===== src/source/blur_pkg.sv =====
package blur_pkg;

    // RGB444 pixel with red in [11:8], green in [7:4], blue in [3:0]
    typedef logic [11:0] pixel_t;
    typedef logic [3:0]  chan_t;

    // Position of a pixel inside the frame
    typedef logic [9:0] col_t;
    typedef logic [8:0] row_t;

    // Red, green, blue
    localparam int NUM_CHANS = 3;

    // Kernel geometry
    localparam int KERN_ROWS = 5;
    localparam int KERN_COLS = 7;
    localparam int KERN_TAPS = KERN_ROWS * KERN_COLS;

    // Weights sum to 64, so normalize by a shift of six
    localparam int NORM_SHIFT = 6;
    localparam int SUM_W      = 10;
    typedef logic [SUM_W-1:0] blur_sum_t;

    // Tap index is row * KERN_COLS + col, row 0 is the oldest line
    typedef chan_t [KERN_TAPS-1:0] window_t;

    // Weight entry: bit 2 flags a zero weight, bits 1:0 hold log2 of the weight
    typedef logic [2:0] shift_entry_t;
    localparam int ZERO_BIT = 2;

    localparam shift_entry_t WT_0 = 3'b100;
    localparam shift_entry_t WT_1 = 3'b000;
    localparam shift_entry_t WT_2 = 3'b001;
    localparam shift_entry_t WT_4 = 3'b010;

    // One kernel row per line, oldest line first
    localparam shift_entry_t BLUR_SHIFT [KERN_TAPS] = '{
        WT_0, WT_1, WT_1, WT_1, WT_2, WT_2, WT_2,
        WT_0, WT_1, WT_1, WT_2, WT_2, WT_2, WT_2,
        WT_1, WT_1, WT_2, WT_2, WT_2, WT_2, WT_2,
        WT_1, WT_2, WT_2, WT_2, WT_2, WT_2, WT_4,
        WT_2, WT_2, WT_2, WT_2, WT_2, WT_4, WT_4
    };

    // Blur only strictly inside these bounds
    localparam col_t BORDER_COLS = 7;
    localparam row_t BORDER_ROWS = 5;

endpackage


===== src/source/channel_blur.sv =====
module channel_blur
    import blur_pkg::*;
(
    // Used only to sample the range check
    input  logic    clk,
    input  window_t win,
    output chan_t   blurred
);

    // Two spare bits so an overflow would stay visible
    localparam int FULL_W = SUM_W + 2;

    // Brightest channel value times the full weight
    localparam int MAX_SUM = ((2 ** $bits(chan_t)) - 1) << NORM_SHIFT;

    logic [FULL_W-1:0] sum_full;
    blur_sum_t         sum;

    // Weighted sum, each weight is a power of two
    always_comb begin
        sum_full = '0;
        for (int t = 0; t < KERN_TAPS; t++) begin
            // Zero weights contribute nothing
            if (!BLUR_SHIFT[t][ZERO_BIT]) begin
                sum_full = sum_full
                         + (FULL_W'(win[t]) << BLUR_SHIFT[t][ZERO_BIT-1:0]);
            end
        end
    end

    assign sum = sum_full[SUM_W-1:0];

    // Divide by 64, upper four bits of the accumulator
    assign blurred = sum[SUM_W-1:NORM_SHIFT];

    // Weights of 64 keep the sum within a full-scale channel times 64
    a_sum_range : assert property (
        @(posedge clk)
        sum_full <= FULL_W'(MAX_SUM)
    );

endmodule


===== config.mk =====
export PLATFORM = sky130hd
export DESIGN_NAME = channel_blur
export DESIGN_NICKNAME = d
export VERILOG_FILES = /design/src/source/blur_pkg.sv /design/src/source/channel_blur.sv
export SDC_FILE = /design/constraint.sdc
export NUM_CORES = 1
export LEC_CHECK = 0
export BUFFER_PORTS_ARGS = -buffer_cell sky130_fd_sc_hd__buf_4
export CORE_ASPECT_RATIO = 0.9
export CORE_MARGIN = 8
export CORE_UTILIZATION = 48
export DETAILED_ROUTE_END_ITERATION = 7
export PLACE_DENSITY = 0.81
export SYNTH_ARGS = -nofsm -noshare
export SYNTH_HDL_FRONTEND = slang
export SYNTH_SLANG_ARGS = --single-unit

===== constraint.sdc =====
create_clock -name vclk -period 5.8
set_input_delay 0.58 -clock vclk [all_inputs]
set_output_delay 0.58 -clock vclk [all_outputs]
set_load 0.02 [all_outputs]

* Word-level counts from Yosys, hierarchy flattened
Index checks and enable logic that the tools add are counted.
** Word-level totals
- Register bits :: 0
- Input port bits :: 141
- Output and inout port bits :: 4
** Cells by class
- Add/subtract/negate cells :: 32
** Operator list (count)
- $add 10x5->10 :: 19
- $add 10x4->10 :: 4
- $add 10x6->10 :: 3
- $add 9x4->10 :: 1
- $add 8x5->9 :: 1
- $add 7x5->8 :: 1
- $add 6x5->7 :: 1
- $add 5x4->6 :: 1
- $add 4x4->5 :: 1

* Depth between registers and ports, before layout
- Depth in word-level cells :: 32
- Mapped depth :: 21
- Depth with buffers taken out :: 21

* Least setup slack after synthesis
Ideal clock, no wire load.
- Path kind :: input to output
- Start :: input win[87] (netlist name)
- End :: output blurred[3]
- Data arrival time :: 5.897 ns
- Required time :: 5.220 ns
- Path slack :: -0.677 ns
- Stages on the path :: 19
- Buffers on the path :: 0
- Cell sequence :: inv_1 > fa_1 > inv_1 > fa_1 > inv_1 > fa_1 > inv_1 > fa_1 > fa_1 > fa_1 > fa_1 > inv_1 > fa_1 > inv_1 > ha_1 > nand2_1 > o31ai_4 > o221ai_1 > xnor2_1
** On the way
- Word-level cells in the longest chain between the ends :: 14
** RTL lines
- start: declaration :: line channel_blur.sv:6 : input window_t win,
- $add 10x4->10 :: line channel_blur.sv:26 : + (FULL_W'(win[t]) << BLUR_SHIFT[t][ZERO_BIT-1:0]);
- $add 10x5->10 (5 in series) :: line channel_blur.sv:26
- $add 10x6->10 :: line channel_blur.sv:26
- $add 10x5->10 (5 in series) :: line channel_blur.sv:26
- $add 10x6->10 (2 in series) :: line channel_blur.sv:26
- end: declaration :: line channel_blur.sv:7 : output chan_t blurred
No other way between the ends.

* Final worst setup path
- Start :: input win[90] (netlist name)
- End :: output blurred[3]
** On the way
- Word-level cells in the longest chain between the ends :: 13
** RTL lines (line)
- $add 10x5->10 (5 in series) :: channel_blur.sv:26
- $add 10x6->10 :: channel_blur.sv:26
- $add 10x5->10 (5 in series) :: channel_blur.sv:26
- $add 10x6->10 (2 in series) :: channel_blur.sv:26
No other way between the ends.

==> metrics <==
Hold Startpoint win[63]; fin crit period 6580 ps; drt total wl 8.35 mm; Mapped Area approximately 4000 sq um; first-pass detailed-route iteration total 3; global-route usage over all layers 0.154; via count 2,842; vias per cell 4.41; hold path depth 6; sequential element share of the synthesized area 0; largest net degree at the start of global routing 9; slack of the critical path -778 ps; number of global-route vias before repair 3,594; gr ovfl total 0; max_slew headroom 0.808; num ports 145; count leader, synth inv_1; Worst Path Arrival 6000 ps; initial core utilization 0.495; initial DRC count 29; status finished, violations left; Synth Instances 400; Synth area leader fa_1; WS Path Type in2out; Setup TNS -2860 ps; core area 8070 sq um; Clock Buffer Count 0; top layer reached by signal wires met4; # nets final about 850; Period Utilization, post-route 1.13; Routed WL per cell 12.9 um; FILL cells 607; Hold EP blurred[0]; Die Height 103 um; share of cells above drive strength 1 0.321; Fin. Hold Viols 0; Die W around 110 um; # DRC 0; initial antenna violation count 0; Synth top area share 0.647; final setup violation count 4; synth top area cells fa_1, inv_1, ha_1; Rows 31; fin. max-slew vios 0; met3 wire len about 250 um; Synth cell types 20; CP Max Fanout 2; Net Count, Synth 703; Synth top cells by count inv_1, fa_1, ha_1; Max-Cap Viols 0; Met2 Wirelength 5.37 mm; first-pass GRT wire length between 10 and 15 mm; YS warnings 0; hold slack 1810 ps; setup repair bufs after CTS 0; Critical Path Sink Type output pin; Die ar. roughly 11,000 sq um; RSZ-0062 raised after global routing yes; syn_area_per_cell 9.98 sq um; Metal-1 WL around 2.7 mm; Peak Freq 152 MHz; Worst-Margin Slew about 290 ps; Final Wtd Congestion 0.799; Worst EP required approximately 5200 ps; CP Launch Type primary input; seq_cells 0; Final HPWL DP 8.31 mm; Hold Path Class in2out; Synth-to-Final Area Change 34.1%; remaining antenna violation count after routing 0; failing checks setup timing; Storage cell area 0 sq um; antenna cells 0; Port Buf Inserts 136
logic make-up (layout without fill, tap and decap cells):
group	after synthesis	after routing	share of synthesized area
buf+inv	204	350	0.192
fa+ha+maj	162	162	0.750
simple gates	15	15	0.0182
compound gates	12	12	0.0247
xor+xnor	7	7	0.0154
stage by stage:
step / instance area, sq um / worst slack (ps) / util / cells
floorplan: 4070 / -587 / - / 400
global placement: 5290 / -888 / 0.656 / 645
global route: 5350 / -998 / 0.664 / 645
detailed placement: 5290 / -926 / 0.656 / 645
finish: 5350 / -778 / 0.664 / 645
CTS: 5350 / -815 / 0.663 / 645
routing by layer:
| metal | vias up | track usage |
|---|---|---|
| met5 | - | 0 |
| met4 | 0 | 0.0104 |
| met3 | 6 | 0.0123 |
| met2 | 59 | 0.345 |
| met1 | 1432 | 0.154 |
| li1 | 1345 | - |
how the worst max path moves through the flow:
stage	cells past startpoint	slack (ps)	startpoint	end
after floorplan	17	-590	win[15]	blurred[2]
after global placement	19	-890	win[15]	blurred[2]
after detailed placement	19	-930	win[15]	blurred[2]
after CTS	19	-810	win[106]	blurred[2]
after global routing	21	-1000	win[87]	blurred[2]
final	21	-780	win[90]	blurred[3]
worst max-delay path: stages:
cell and delay, ps:
buf_4 80, inv_1 40, fa_1 510, inv_2 40
fa_1 480, inv_2 50, fa_1 530, inv_1 50
fa_1 460, fa_1 570, fa_1 440, fa_1 510
inv_1 50, fa_1 510, inv_2 50, ha_4 270
nand2_4 50, o31ai_4 240, o221ai_2 170, xnor2_2 160
buf_4 160
cell usage in the layout, fill, tap and decap left out, drive strengths merged:
master  netlist  routed
nand2b        1       1
buf           0     146
ha           33      33
nor3          2       2
o21ai         4       4
a211oi        1       1
inv         204     204
nand2         3       3
or2           2       2
fa          129     129
a41oi         1       1
nand3         1       1
o21bai        1       1
o31ai         1       1
a31oi         1       1
xnor2         7       7
a21oi         1       1
o221ai        1       1
a311oi        1       1
nor2          6       6
area by class of cell:
| type | instances | area, sq um | area share |
|---|---|---|---|
| Multi-Input combinational cell | 196 | 3350 | 0.625 |
| Tap cell | 99 | 124 | 0.0231 |
| Timing Repair Buffer | 146 | 1110 | 0.208 |
| Inverter | 204 | 773 | 0.144 |
what timing repair did:
item	in CTS	in global routing
hold buffers	0	0
gates resized for setup	17	3
pin swaps	13	2
endpoints found under the setup margin	4	4
Power is not shown: default switching activity piles up to over one toggle a cycle in this logic, so the estimate is an artifact.
