<file path="config.mk">
export PLATFORM = sky130hd
export DESIGN_NAME = pixel_output
export DESIGN_NICKNAME = d
export VERILOG_FILES = /design/src/source/blur_pkg.sv /design/src/source/pixel_output.sv
export SDC_FILE = /design/constraint.sdc
export NUM_CORES = 1
export LEC_CHECK = 0
export BUFFER_PORTS_ARGS = -buffer_cell sky130_fd_sc_hd__buf_4
export CORE_AREA = 2 2 45 47
export CTS_CLUSTER_DIAMETER = 150
export CTS_CLUSTER_SIZE = 14
export DETAILED_ROUTE_END_ITERATION = 8
export DIE_AREA = 0 0 47 49
export PLACE_DENSITY = 0.8
export SYNTH_ARGS = -nofsm -noshare
export SYNTH_HDL_FRONTEND = slang
export SYNTH_SLANG_ARGS = --single-unit
</file>
<file path="constraint.sdc">
create_clock -name clk -period 1.1 [get_ports clk]
set_clock_uncertainty 0.1 [all_clocks]
set_input_delay 0 -clock clk [delete_from_list [all_inputs] [get_ports clk]]
set_output_delay 0 -clock clk [all_outputs]
set_load 0.01 [all_outputs]
</file>
<file path="src/source/blur_pkg.sv">
package blur_pkg;

    // RGB444 pixel with red in [11:8], green in [7:4], blue in [3:0]
    typedef logic [11:0] pixel_t;
    typedef logic [3:0]  chan_t;

    // Position of a pixel inside the frame
    typedef logic [9:0] col_t;
    typedef logic [8:0] row_t;

    // Red, green, blue
    localparam int NUM_CHANS = 3;

    // Kernel geometry
    localparam int KERN_ROWS = 5;
    localparam int KERN_COLS = 7;
    localparam int KERN_TAPS = KERN_ROWS * KERN_COLS;

    // Weights sum to 64, so normalize by a shift of six
    localparam int NORM_SHIFT = 6;
    localparam int SUM_W      = 10;
    typedef logic [SUM_W-1:0] blur_sum_t;

    // Tap index is row * KERN_COLS + col, row 0 is the oldest line
    typedef chan_t [KERN_TAPS-1:0] window_t;

    // Weight entry: bit 2 flags a zero weight, bits 1:0 hold log2 of the weight
    typedef logic [2:0] shift_entry_t;
    localparam int ZERO_BIT = 2;

    localparam shift_entry_t WT_0 = 3'b100;
    localparam shift_entry_t WT_1 = 3'b000;
    localparam shift_entry_t WT_2 = 3'b001;
    localparam shift_entry_t WT_4 = 3'b010;

    // One kernel row per line, oldest line first
    localparam shift_entry_t BLUR_SHIFT [KERN_TAPS] = '{
        WT_0, WT_1, WT_1, WT_1, WT_2, WT_2, WT_2,
        WT_0, WT_1, WT_1, WT_2, WT_2, WT_2, WT_2,
        WT_1, WT_1, WT_2, WT_2, WT_2, WT_2, WT_2,
        WT_1, WT_2, WT_2, WT_2, WT_2, WT_2, WT_4,
        WT_2, WT_2, WT_2, WT_2, WT_2, WT_4, WT_4
    };

    // Blur only strictly inside these bounds
    localparam col_t BORDER_COLS = 7;
    localparam row_t BORDER_ROWS = 5;

endpackage

</file>
<file path="src/source/pixel_output.sv">
module pixel_output
    import blur_pkg::*;
(
    input  logic   clk,
    input  logic   arst_n,
    input  logic   accept,
    input  col_t   col,
    input  row_t   row,
    input  chan_t  red_blur,
    input  chan_t  green_blur,
    input  chan_t  blue_blur,
    input  pixel_t data_in,
    output pixel_t data_out
);

    logic   use_blur;
    pixel_t blur_word;

    // Window only holds valid frame data past the border
    assign use_blur = (col > BORDER_COLS) && (row > BORDER_ROWS);

    // Repack in RGB444 order
    assign blur_word = {red_blur, green_blur, blue_blur};

    // Output word, updated once per accepted beat
    always_ff @(posedge clk or negedge arst_n) begin
        if (!arst_n) begin
            data_out <= '0;
        end else if (accept) begin
            if (use_blur) begin
                data_out <= blur_word;
            end else begin
                // Border pixels pass through raw
                data_out <= data_in;
            end
        end
    end

    // Output holds across stalled cycles
    a_hold_on_stall : assert property (
        @(posedge clk) disable iff (!arst_n)
        !$past(accept) |-> $stable(data_out)
    );

endmodule

</file>
# After elaboration in Yosys (flattened, before gate mapping)
# Index checks and enable logic that the tools add are counted.
dict set report classes {
  bitwise_logic 0
  n_shift 0
  n_div 0
  order_cmp 2
  multipliers 0
  n_reduce_logical 1
  eq_ne 0
  n_addsub 0
  n_mux 1
}
# op count
set op_table {}
lappend op_table {{two-way mux 12 bit} 1}
lappend op_table {{> comparator 10 x 3 -> 1 bit, second input constant} 1}
lappend op_table {{> comparator 9 x 3 -> 1 bit, second input constant} 1}
lappend op_table {{logical AND 1 bit} 1}
dict set report word_totals {
  latch_bits 0
  elab_cells 5
  register_bits 12
  output_inout_bits 12
  mem_bits_ro 0
  input_bits 46
  ramBits 0
  memories 0
}

# Logic depth before layout (Yosys ltp)
# Gate-level depths: netlist of the first run.
dict set report depth {
  depth_word 3
  ltp_mapped 5
  ltp_nobuf 4
}

# Worst setup path after synthesis of the first run
# No wires, ideal clock.
dict set report synth_timing {
  kind {input to register}
  from {input col[5]}
  to {register data_out[0]}
  t_required_ns 0.859
  arrival_ns 0.735
  path_buffers 1
  slack_ns 0.124
  setup_ns 0.141
  cell_stages 5
  cell_sequence {nor4_2 -> nand2_1 -> clkbuf_1 -> nand3_1 -> a31oi_1}
}
dict set report synth_via {
  elab_chain_len 3
}
# item line_no
set synth_lines {}
lappend synth_lines {{from (decl)} pixel_output.sv:7} ;# input col_t col,
lappend synth_lines {{> comparator 10 x 3 -> 1 bit} pixel_output.sv:20} ;# assign use_blur = (col > BORDER_COLS) && (row > BORDER_ROWS);
lappend synth_lines {{logical AND 1 bit} pixel_output.sv:20}
lappend synth_lines {{two-way mux 12 bit} pixel_output.sv:30} ;# if (use_blur) begin
lappend synth_lines {{to (signal assigned)} pixel_output.sv:31} ;# data_out <= blur_word;
lappend synth_lines {{to (signal assigned)} pixel_output.sv:34} ;# data_out <= data_in;
lappend synth_lines {{to (decl)} pixel_output.sv:13} ;# output pixel_t data_out
# No other way between the ends.
# A chain may end at the register's enable or synchronous reset.

# Final worst setup path of the first run
dict set report layout_timing {
  from {input col[5]}
  to {register data_out[9]}
}
# The elaborated chain is that of the path after synthesis.

==> results.py, run 1 <==
metrics = {
    "synth": {
        "synth_top_area_share_pct": 46.3,
        "synth_largest_area_cell": "dfrtp_1",
        "synth_cell_types": 17,
        "synth-edff-count": 0,
        "ys_ff_latch": 12,
        "synth_top_family_by_area": "simple AND/OR/NAND/NOR gates",
        "synth_xor_xnor_area_share_pct": 0,
        "synthMuxAreaShare_pct": 0,
        "synthCells": 74,
        "ys_warn_count": 0,
        "async_reset_ff_share_pct": 100,
        "yosysSeqAreaShare_pct": 46.3,
        "synth.area.top_cells": "dfrtp_1, a31oi_1, nand3_1, o21ai_1, nor2_1",
        "avgSynthCellArea_sq_um": 8.76,
        "synthSimpleGateAreaFrac_pct": 24.5,
        "synth_nets": 120,
        "ys.flop_type": "dfrtp_1",
        "syn_area_sq_um": 648,
        "synth_compound_area_share_pct": 22.6,
        "synthAdderAreaFrac_pct": 0,
        "ys_top_cells_by_count": "a31oi_1, dfrtp_1, nand3_1, nor2_1, o21ai_1",
    },
    "cts": {
        "clock_latency_ns": 0.28,
        "cts_tree": "built",
        "clock_sinks": 12,
        "htree_num_levels": 1,
        "cts_buffer_depth": 2,
        "clk_pin_slew_ns": 0.08,
        "root_buffer": "clkbuf_4",
        "cts_setup_buffers": 0,
        "cts_inserted_buffers": 3,
    },
    "critical_path": {
        "worstPathArrival_ns": 1.14,
        "crit_fanout": 12,
        "r2r_cells": 2,
        "startpoint": "col[5]",
        "crit_required_ns": 1.19,
        "rr_endpoint": "data_out[9]",
        "startpoint_type": "input pin",
        "crit_type": "input pin to flip-flop",
        "endpoint_kind": "flip-flop",
        "rrSetupSlack_ns": 0.32,
        "worstReg2RegStart": "data_out[9]",
    },
    "floorplan": {
        "rows": 16,
        "die_h_microns": 49,
        "core_sq_mm": 0.00184,
        "die_w_microns": 47,
        "pin_count": 58,
        "start_util_pct": 35.2,
        "die_area_sq_mm": 0.00230,
    },
    "sta": {
        "tightest_slew_ns": 0.344,
        "setup_viol": 0,
        "slew_viol_final": 0,
        "post-route-min-period_ns": 1.05,
        "finalSetupTns_ns": 0,
        "max_freq_mhz": 956,
        "holdWs_ns": -0.0110,
        "finalCritPeriodShare_pct": 95.0,
        "hold_violations": 12,
        "rsz0062_at_grt": "false",
        "slew_headroom_pct": 76.9,
    },
    "status": {
        "status": "complete, but fails checks",
        "violations": "hold timing",
    },
    "finish": {
        "area_growth_pct": 108,
        "largestRegisters": "data_out: 12 flops",
        "layout-drive-gt1-share_pct": 41.8,
        "largest_reg_flops": 12,
        "antennaDiodeCount": 0,
        "fin_nets": 200,
        "largest_register": "data_out",
        "final_area_sq_mm": 0.00135,
        "fillers": 146,
    },
    "grt": {
        "grt_pass1_vias": 926,
        "grt_pass1_wl_mm": 4.17,
        "met3_usage_pct": 1.48,
        "grtUsageMet2_pct": 45.9,
        "grt_util_all_layers_pct": 25.7,
        "antenna_found_initial": 0,
        "grt_max_degree": 25,
        "overflow": 0,
        "busiest_layer": "met2",
        "grt_use_met1_pct": 29.4,
    },
    "hold_path": {
        "hold_class": "input pin to async pin",
    },
    "place": {
        "port_buffers": 53,
        "gp_congestion": 0.723,
        "place_area_sq_mm": 0.00105,
        "place_hpwl_mm": 1.53,
    },
    "pwr": {
        "ir_drop_v": 0.000573,
        "power_density_mw_per_mm2": 922,
        "leakagePower_nw": 0.626,
    },
    "routing": {
        "drc": 0,
        "post_drt_wl_per_cell_microns": 14.7,
        "drt_wl_total_mm": 2.65,
        "ant_nets": 0,
        "viasPerCell": 5.00,
        "num_vias": 900,
        "drt-initial-drc-count": 9,
        "drtPass1Iterations": 5,
    },
    "flow_run": {
        "maxCapViolCount": 0,
    },
}
## report_power, final
group,switching [mW],internal (mW),leakage [nW],total (mW)
combinational,0.134,0.235,0.471,0.370
clock,0.164,0.202,0.0210,0.366
sequential,0.0254,0.483,0.134,0.508
total,0.324,0.920,0.626,1.24
## how the worst max path moves through the flow
stage,endpoint,slack [ns],cells after the start
finish,data_out[9],0.05,5
global route,data_out[9],0.03,5
CTS,data_out[11],0.14,5
detailed placement,data_out[11],-0.15,5
global placement,data_out[5],-0.03,5
floorplan,data_out[0],0.12,5
## layout by cell type, fill, tap and decap left out
| cell type | netlist | routed |
|---|---|---|
| a211oi_1 | 1 | 1 |
| a31oi_1 | 12 | 12 |
| and2_2 | 1 | 1 |
| and2_4 | 1 | 1 |
| buf_4 | 0 | 55 |
| clkbuf_4 | 0 | 3 |
| clkbuf_8 | 0 | 1 |
| dfrtp_1 | 12 | 12 |
| dlygate4sd3_1 | 0 | 26 |
| nand2_1 | 2 | 2 |
| nand3_1 | 12 | 12 |
| nor2_1 | 12 | 12 |
| nor3_1 | 1 | 1 |
| nor4_2 | 2 | 2 |
| o21ai_0 | 2 | 2 |
| o21ai_1 | 9 | 9 |
| o21ai_2 | 1 | 1 |
## stage by stage
step	util, %	cells	power (mW)	worst slack (ns)
after floorplan	-	74	0.600	0.124
after global placement	57.1	150	0.795	-0.0314
after detailed placement	57.1	150	0.803	-0.152
after CTS	73.2	180	1.22	0.138
after global routing	73.2	180	1.29	0.0273
final	73.2	180	1.24	0.0545
## kinds of logic after synthesis
family                 count (synthesis)
AOI/OAI and AO/OA                     25
buffers and inverters                  6
DFF                                   12
and+or+nand+nor                       31
## final cells by class
cell class / count / area, sq um / share of cell area (%)
flip-flops and latches: 12 / 300 / 22.3
multi-input cells: 56 / 305 / 22.6
well taps: 27 / 33.8 / 2.50
repair buffers: 81 / 673 / 49.9
clock buffers: 4 / 36.3 / 2.69
## critical path, stage by stage
cell and delay [ns]:
buf_4 0.11, nor4_2 0.32, and2_2 0.36, o21ai_1 0.12, a31oi_1 0.22
## what timing repair did
action / CTS / global route
endpoints found under the hold margin: 24 / 0
gates resized for setup: 0 / 0
hold buffers: 26 / 0
## per-layer routing
layer	share of wire, %	vias up
met3	5.1	6
met1	34	416
met5	0	-
li1	-	429
met2	59	49
met4	2.0	0
(Power assumes the default switching activity.)
==> run 2, diff against run 1 <==
- ABC_AREA: unset -> 1
- CORE_AREA: 2 2 45 47 -> 2 2 53 55
- DIE_AREA: 0 0 47 49 -> 0 0 55 57
- PLACE_DENSITY: 0.8 -> 0.73
==> results.py, run 2 <==
metrics = {
    "status": {
        "status": "finished, final reports clean",
    },
    "synth": {
        "synthMuxAreaShare_pct": 0,
        "synth_cell_types": 15,
        "avgSynthCellArea_sq_um": 7.50,
        "ys_top_cells_by_count": "inv_1, nand2_1, nand3_2",
        "yosysSeqAreaShare_pct": 32.3,
        "ys_warn_count": 0,
        "ys.flop_type": "dfrtp_1",
        "synth_compound_area_share_pct": 0,
        "synth_xor_xnor_area_share_pct": 0,
        "synth-edff-count": 0,
        "syn_area_sq_um": 930,
        "synth_top_family_by_area": "simple AND/OR/NAND/NOR gates",
        "synthSimpleGateAreaFrac_pct": 48.5,
        "ys_ff_latch": 12,
        "synth_top_area_share_pct": 32.3,
        "synth.area.top_cells": "dfrtp_1, nand3_2, inv_1, nand2_1, nand2_2",
        "async_reset_ff_share_pct": 100,
        "synthAdderAreaFrac_pct": 0,
        "synth_nets": 170,
        "synthCells": 124,
        "synth_largest_area_cell": "dfrtp_1",
    },
    "pwr": {
        "swShare_pct": 26.4,
        "switching_power_mw": 0.339,
        "leakagePower_nw": 0.967,
        "power_density_mw_per_mm2": 784,
        "ir_drop_v": 0.000711,
        "clockPowerShare_pct": 27.2,
        "intPower_mw": 0.944,
        "seq_power_share_pct": 39.4,
        "p_comb_share_pct": 33.4,
    },
    "routing": {
        "drt_wl_total_mm": 2.53,
        "drtPass1Iterations": 4,
        "drc": 0,
        "post_drt_wl_per_cell_microns": 10.7,
        "ant_nets": 0,
        "wl_met3_microns": 177,
        "wl_met2_mm": 1.38,
        "drt-initial-drc-count": 4,
        "num_vias": 1017,
        "wl_met1_microns": 970,
        "viasPerCell": 4.31,
        "dr.max_layer_used": "met3",
    },
    "place": {
        "port_buffers": 53,
        "gp_congestion": 0.690,
        "place_hpwl_mm": 1.66,
    },
    "finish": {
        "layout-drive-gt1-share_pct": 46.8,
        "fin_nets": 252,
        "antennaDiodeCount": 0,
        "final_common_cell": "buf_4",
        "area_growth_pct": 76.0,
        "largest_reg_flops": 12,
        "largest_register": "data_out",
        "largestRegisters": "data_out: 12 flops",
        "final_cell_mix": "buf_4, inv_1, nand2_1",
    },
    "cts": {
        "cts_inserted_buffers": 3,
        "cts_buffer_depth": 2,
        "clk_pin_slew_ns": 0.08,
        "htree_num_levels": 1,
        "root_buffer": "clkbuf_4",
        "cts_tree": "built",
        "cts_resized": 0,
        "clock_sinks": 12,
        "clock_latency_ns": 0.27,
    },
    "floorplan": {
        "pin_count": 58,
        "die_w_microns": 55,
        "die_h_microns": 57,
        "die_area_sq_mm": 0.00314,
        "rows": 19,
        "start_util_pct": 35.6,
        "core_sq_mm": 0.00262,
    },
    "flow_run": {
        "maxCapViolCount": 0,
    },
    "critical_path": {
        "crit_fanout": 13,
        "rrSetupSlack_ns": 0.38,
        "crit_required_ns": 1.17,
        "startpoint_type": "input pin",
        "worstPathArrival_ns": 1.02,
        "r2r_cells": 2,
        "endpoint_kind": "flip-flop",
        "crit_type": "input pin to flip-flop",
    },
    "sta": {
        "tightest_slew_ns": 0.191,
        "slew_viol_final": 0,
        "holdWs_ns": 0.0807,
        "finalSetupTns_ns": 0,
        "slew_headroom_pct": 87.2,
        "rsz0062_at_grt": "false",
        "hold_violations": 0,
        "setup_viol": 0,
        "max_freq_mhz": 1050,
        "finalCritPeriodShare_pct": 86.8,
        "post-route-min-period_ns": 0.954,
    },
    "grt": {
        "grt_pass1_vias": 1066,
        "grt_pass1_wl_mm": 4.21,
        "overflow": 0,
        "antenna_found_initial": 0,
        "grt_max_degree": 14,
        "grt_util_all_layers_pct": 18.2,
    },
    "hold_path": {
        "hold_depth": 6,
        "hold_class": "input pin to flip-flop",
    },
}
[run 2: cell count changes in the layout (fill, tap and decap cells not counted), moves of 10 or more]
cell     previous run  this run
a31oi_1            12         0
inv_1               0        32
nand2_1             2        32
nand2_2             0        12
nand3_2             0        20
nor2_1             12         2
[run 2: metal layers]
metal | global-route usage, % | vias to the layer above
li1 | - | 522
met1 | 18.5 | 450
met2 | 35.4 | 45
met3 | 5.76 | 0
met4 | 2.09 | 0
met5 | 0 | -
[run 2: through the flow]
step	cell area, sq um	setup WS (ns)	power (mW)	instances	utilization, %
2_1_floorplan	930	0.259	0.662	124	-
3_3_place_gp	1330	0.105	0.858	205	50.9
3_5_place_dp	1330	0.0739	0.867	205	50.9
4_1_cts	1640	0.144	1.30	236	62.6
5_1_grt	1640	0.0862	1.38	236	62.6
6_report	1640	0.146	1.28	236	62.6
[run 2: cells by family (layout without fill, tap and decap cells)]
group / after synthesis / count (layout)
buffers and inverters: 39 / 120
flip-flops: 12 / 12
AND/OR/NAND/NOR: 73 / 73
[run 2: critical path: stages]
cell and delay [ns]:
dlygate4sd3_1 0.52, buf_4 0.22, inv_2 0.14, nand2_1 0.09, nand2_1 0.05
[run 2: final timing paths]
path                               from            to
setup / recovery                 accept   data_out[2]
hold / removal                   col[3]  data_out[11]
min in group asynchronous        arst_n   data_out[1]
setup reg to reg           data_out[11]  data_out[11]
hold reg to reg             data_out[0]   data_out[0]
max in group asynchronous        arst_n   data_out[0]
[run 2: power by group through the flow]
| stage | logic (mW) | clock network, mW | registers, mW |
|---|---|---|---|
| 5_1_grt | 0.476 | 0.391 | 0.510 |
| 3_5_place_dp | 0.353 | 0 | 0.514 |
| 2_1_floorplan | 0.129 | 0 | 0.533 |
| 3_3_place_gp | 0.345 | 0 | 0.513 |
| 4_1_cts | 0.429 | 0.364 | 0.506 |
| 6_report | 0.429 | 0.349 | 0.505 |
[run 2: cell type report]
| type | instances | area (sq um) |
|---|---|---|
| clock buffers | 4 | 36.3 |
| fillers | 234 | 978 |
| inverters | 34 | 128 |
| multi-input cells | 73 | 450 |
| flip-flops and latches | 12 | 300 |
| well taps | 31 | 38.8 |
| repair buffers | 82 | 683 |
[run 2: repair_timing]
action	CTS	global route
hold buffers	27	0
setup buffers	0	0
endpoints found under the hold margin	24	0
endpoints found under the setup margin	0	0
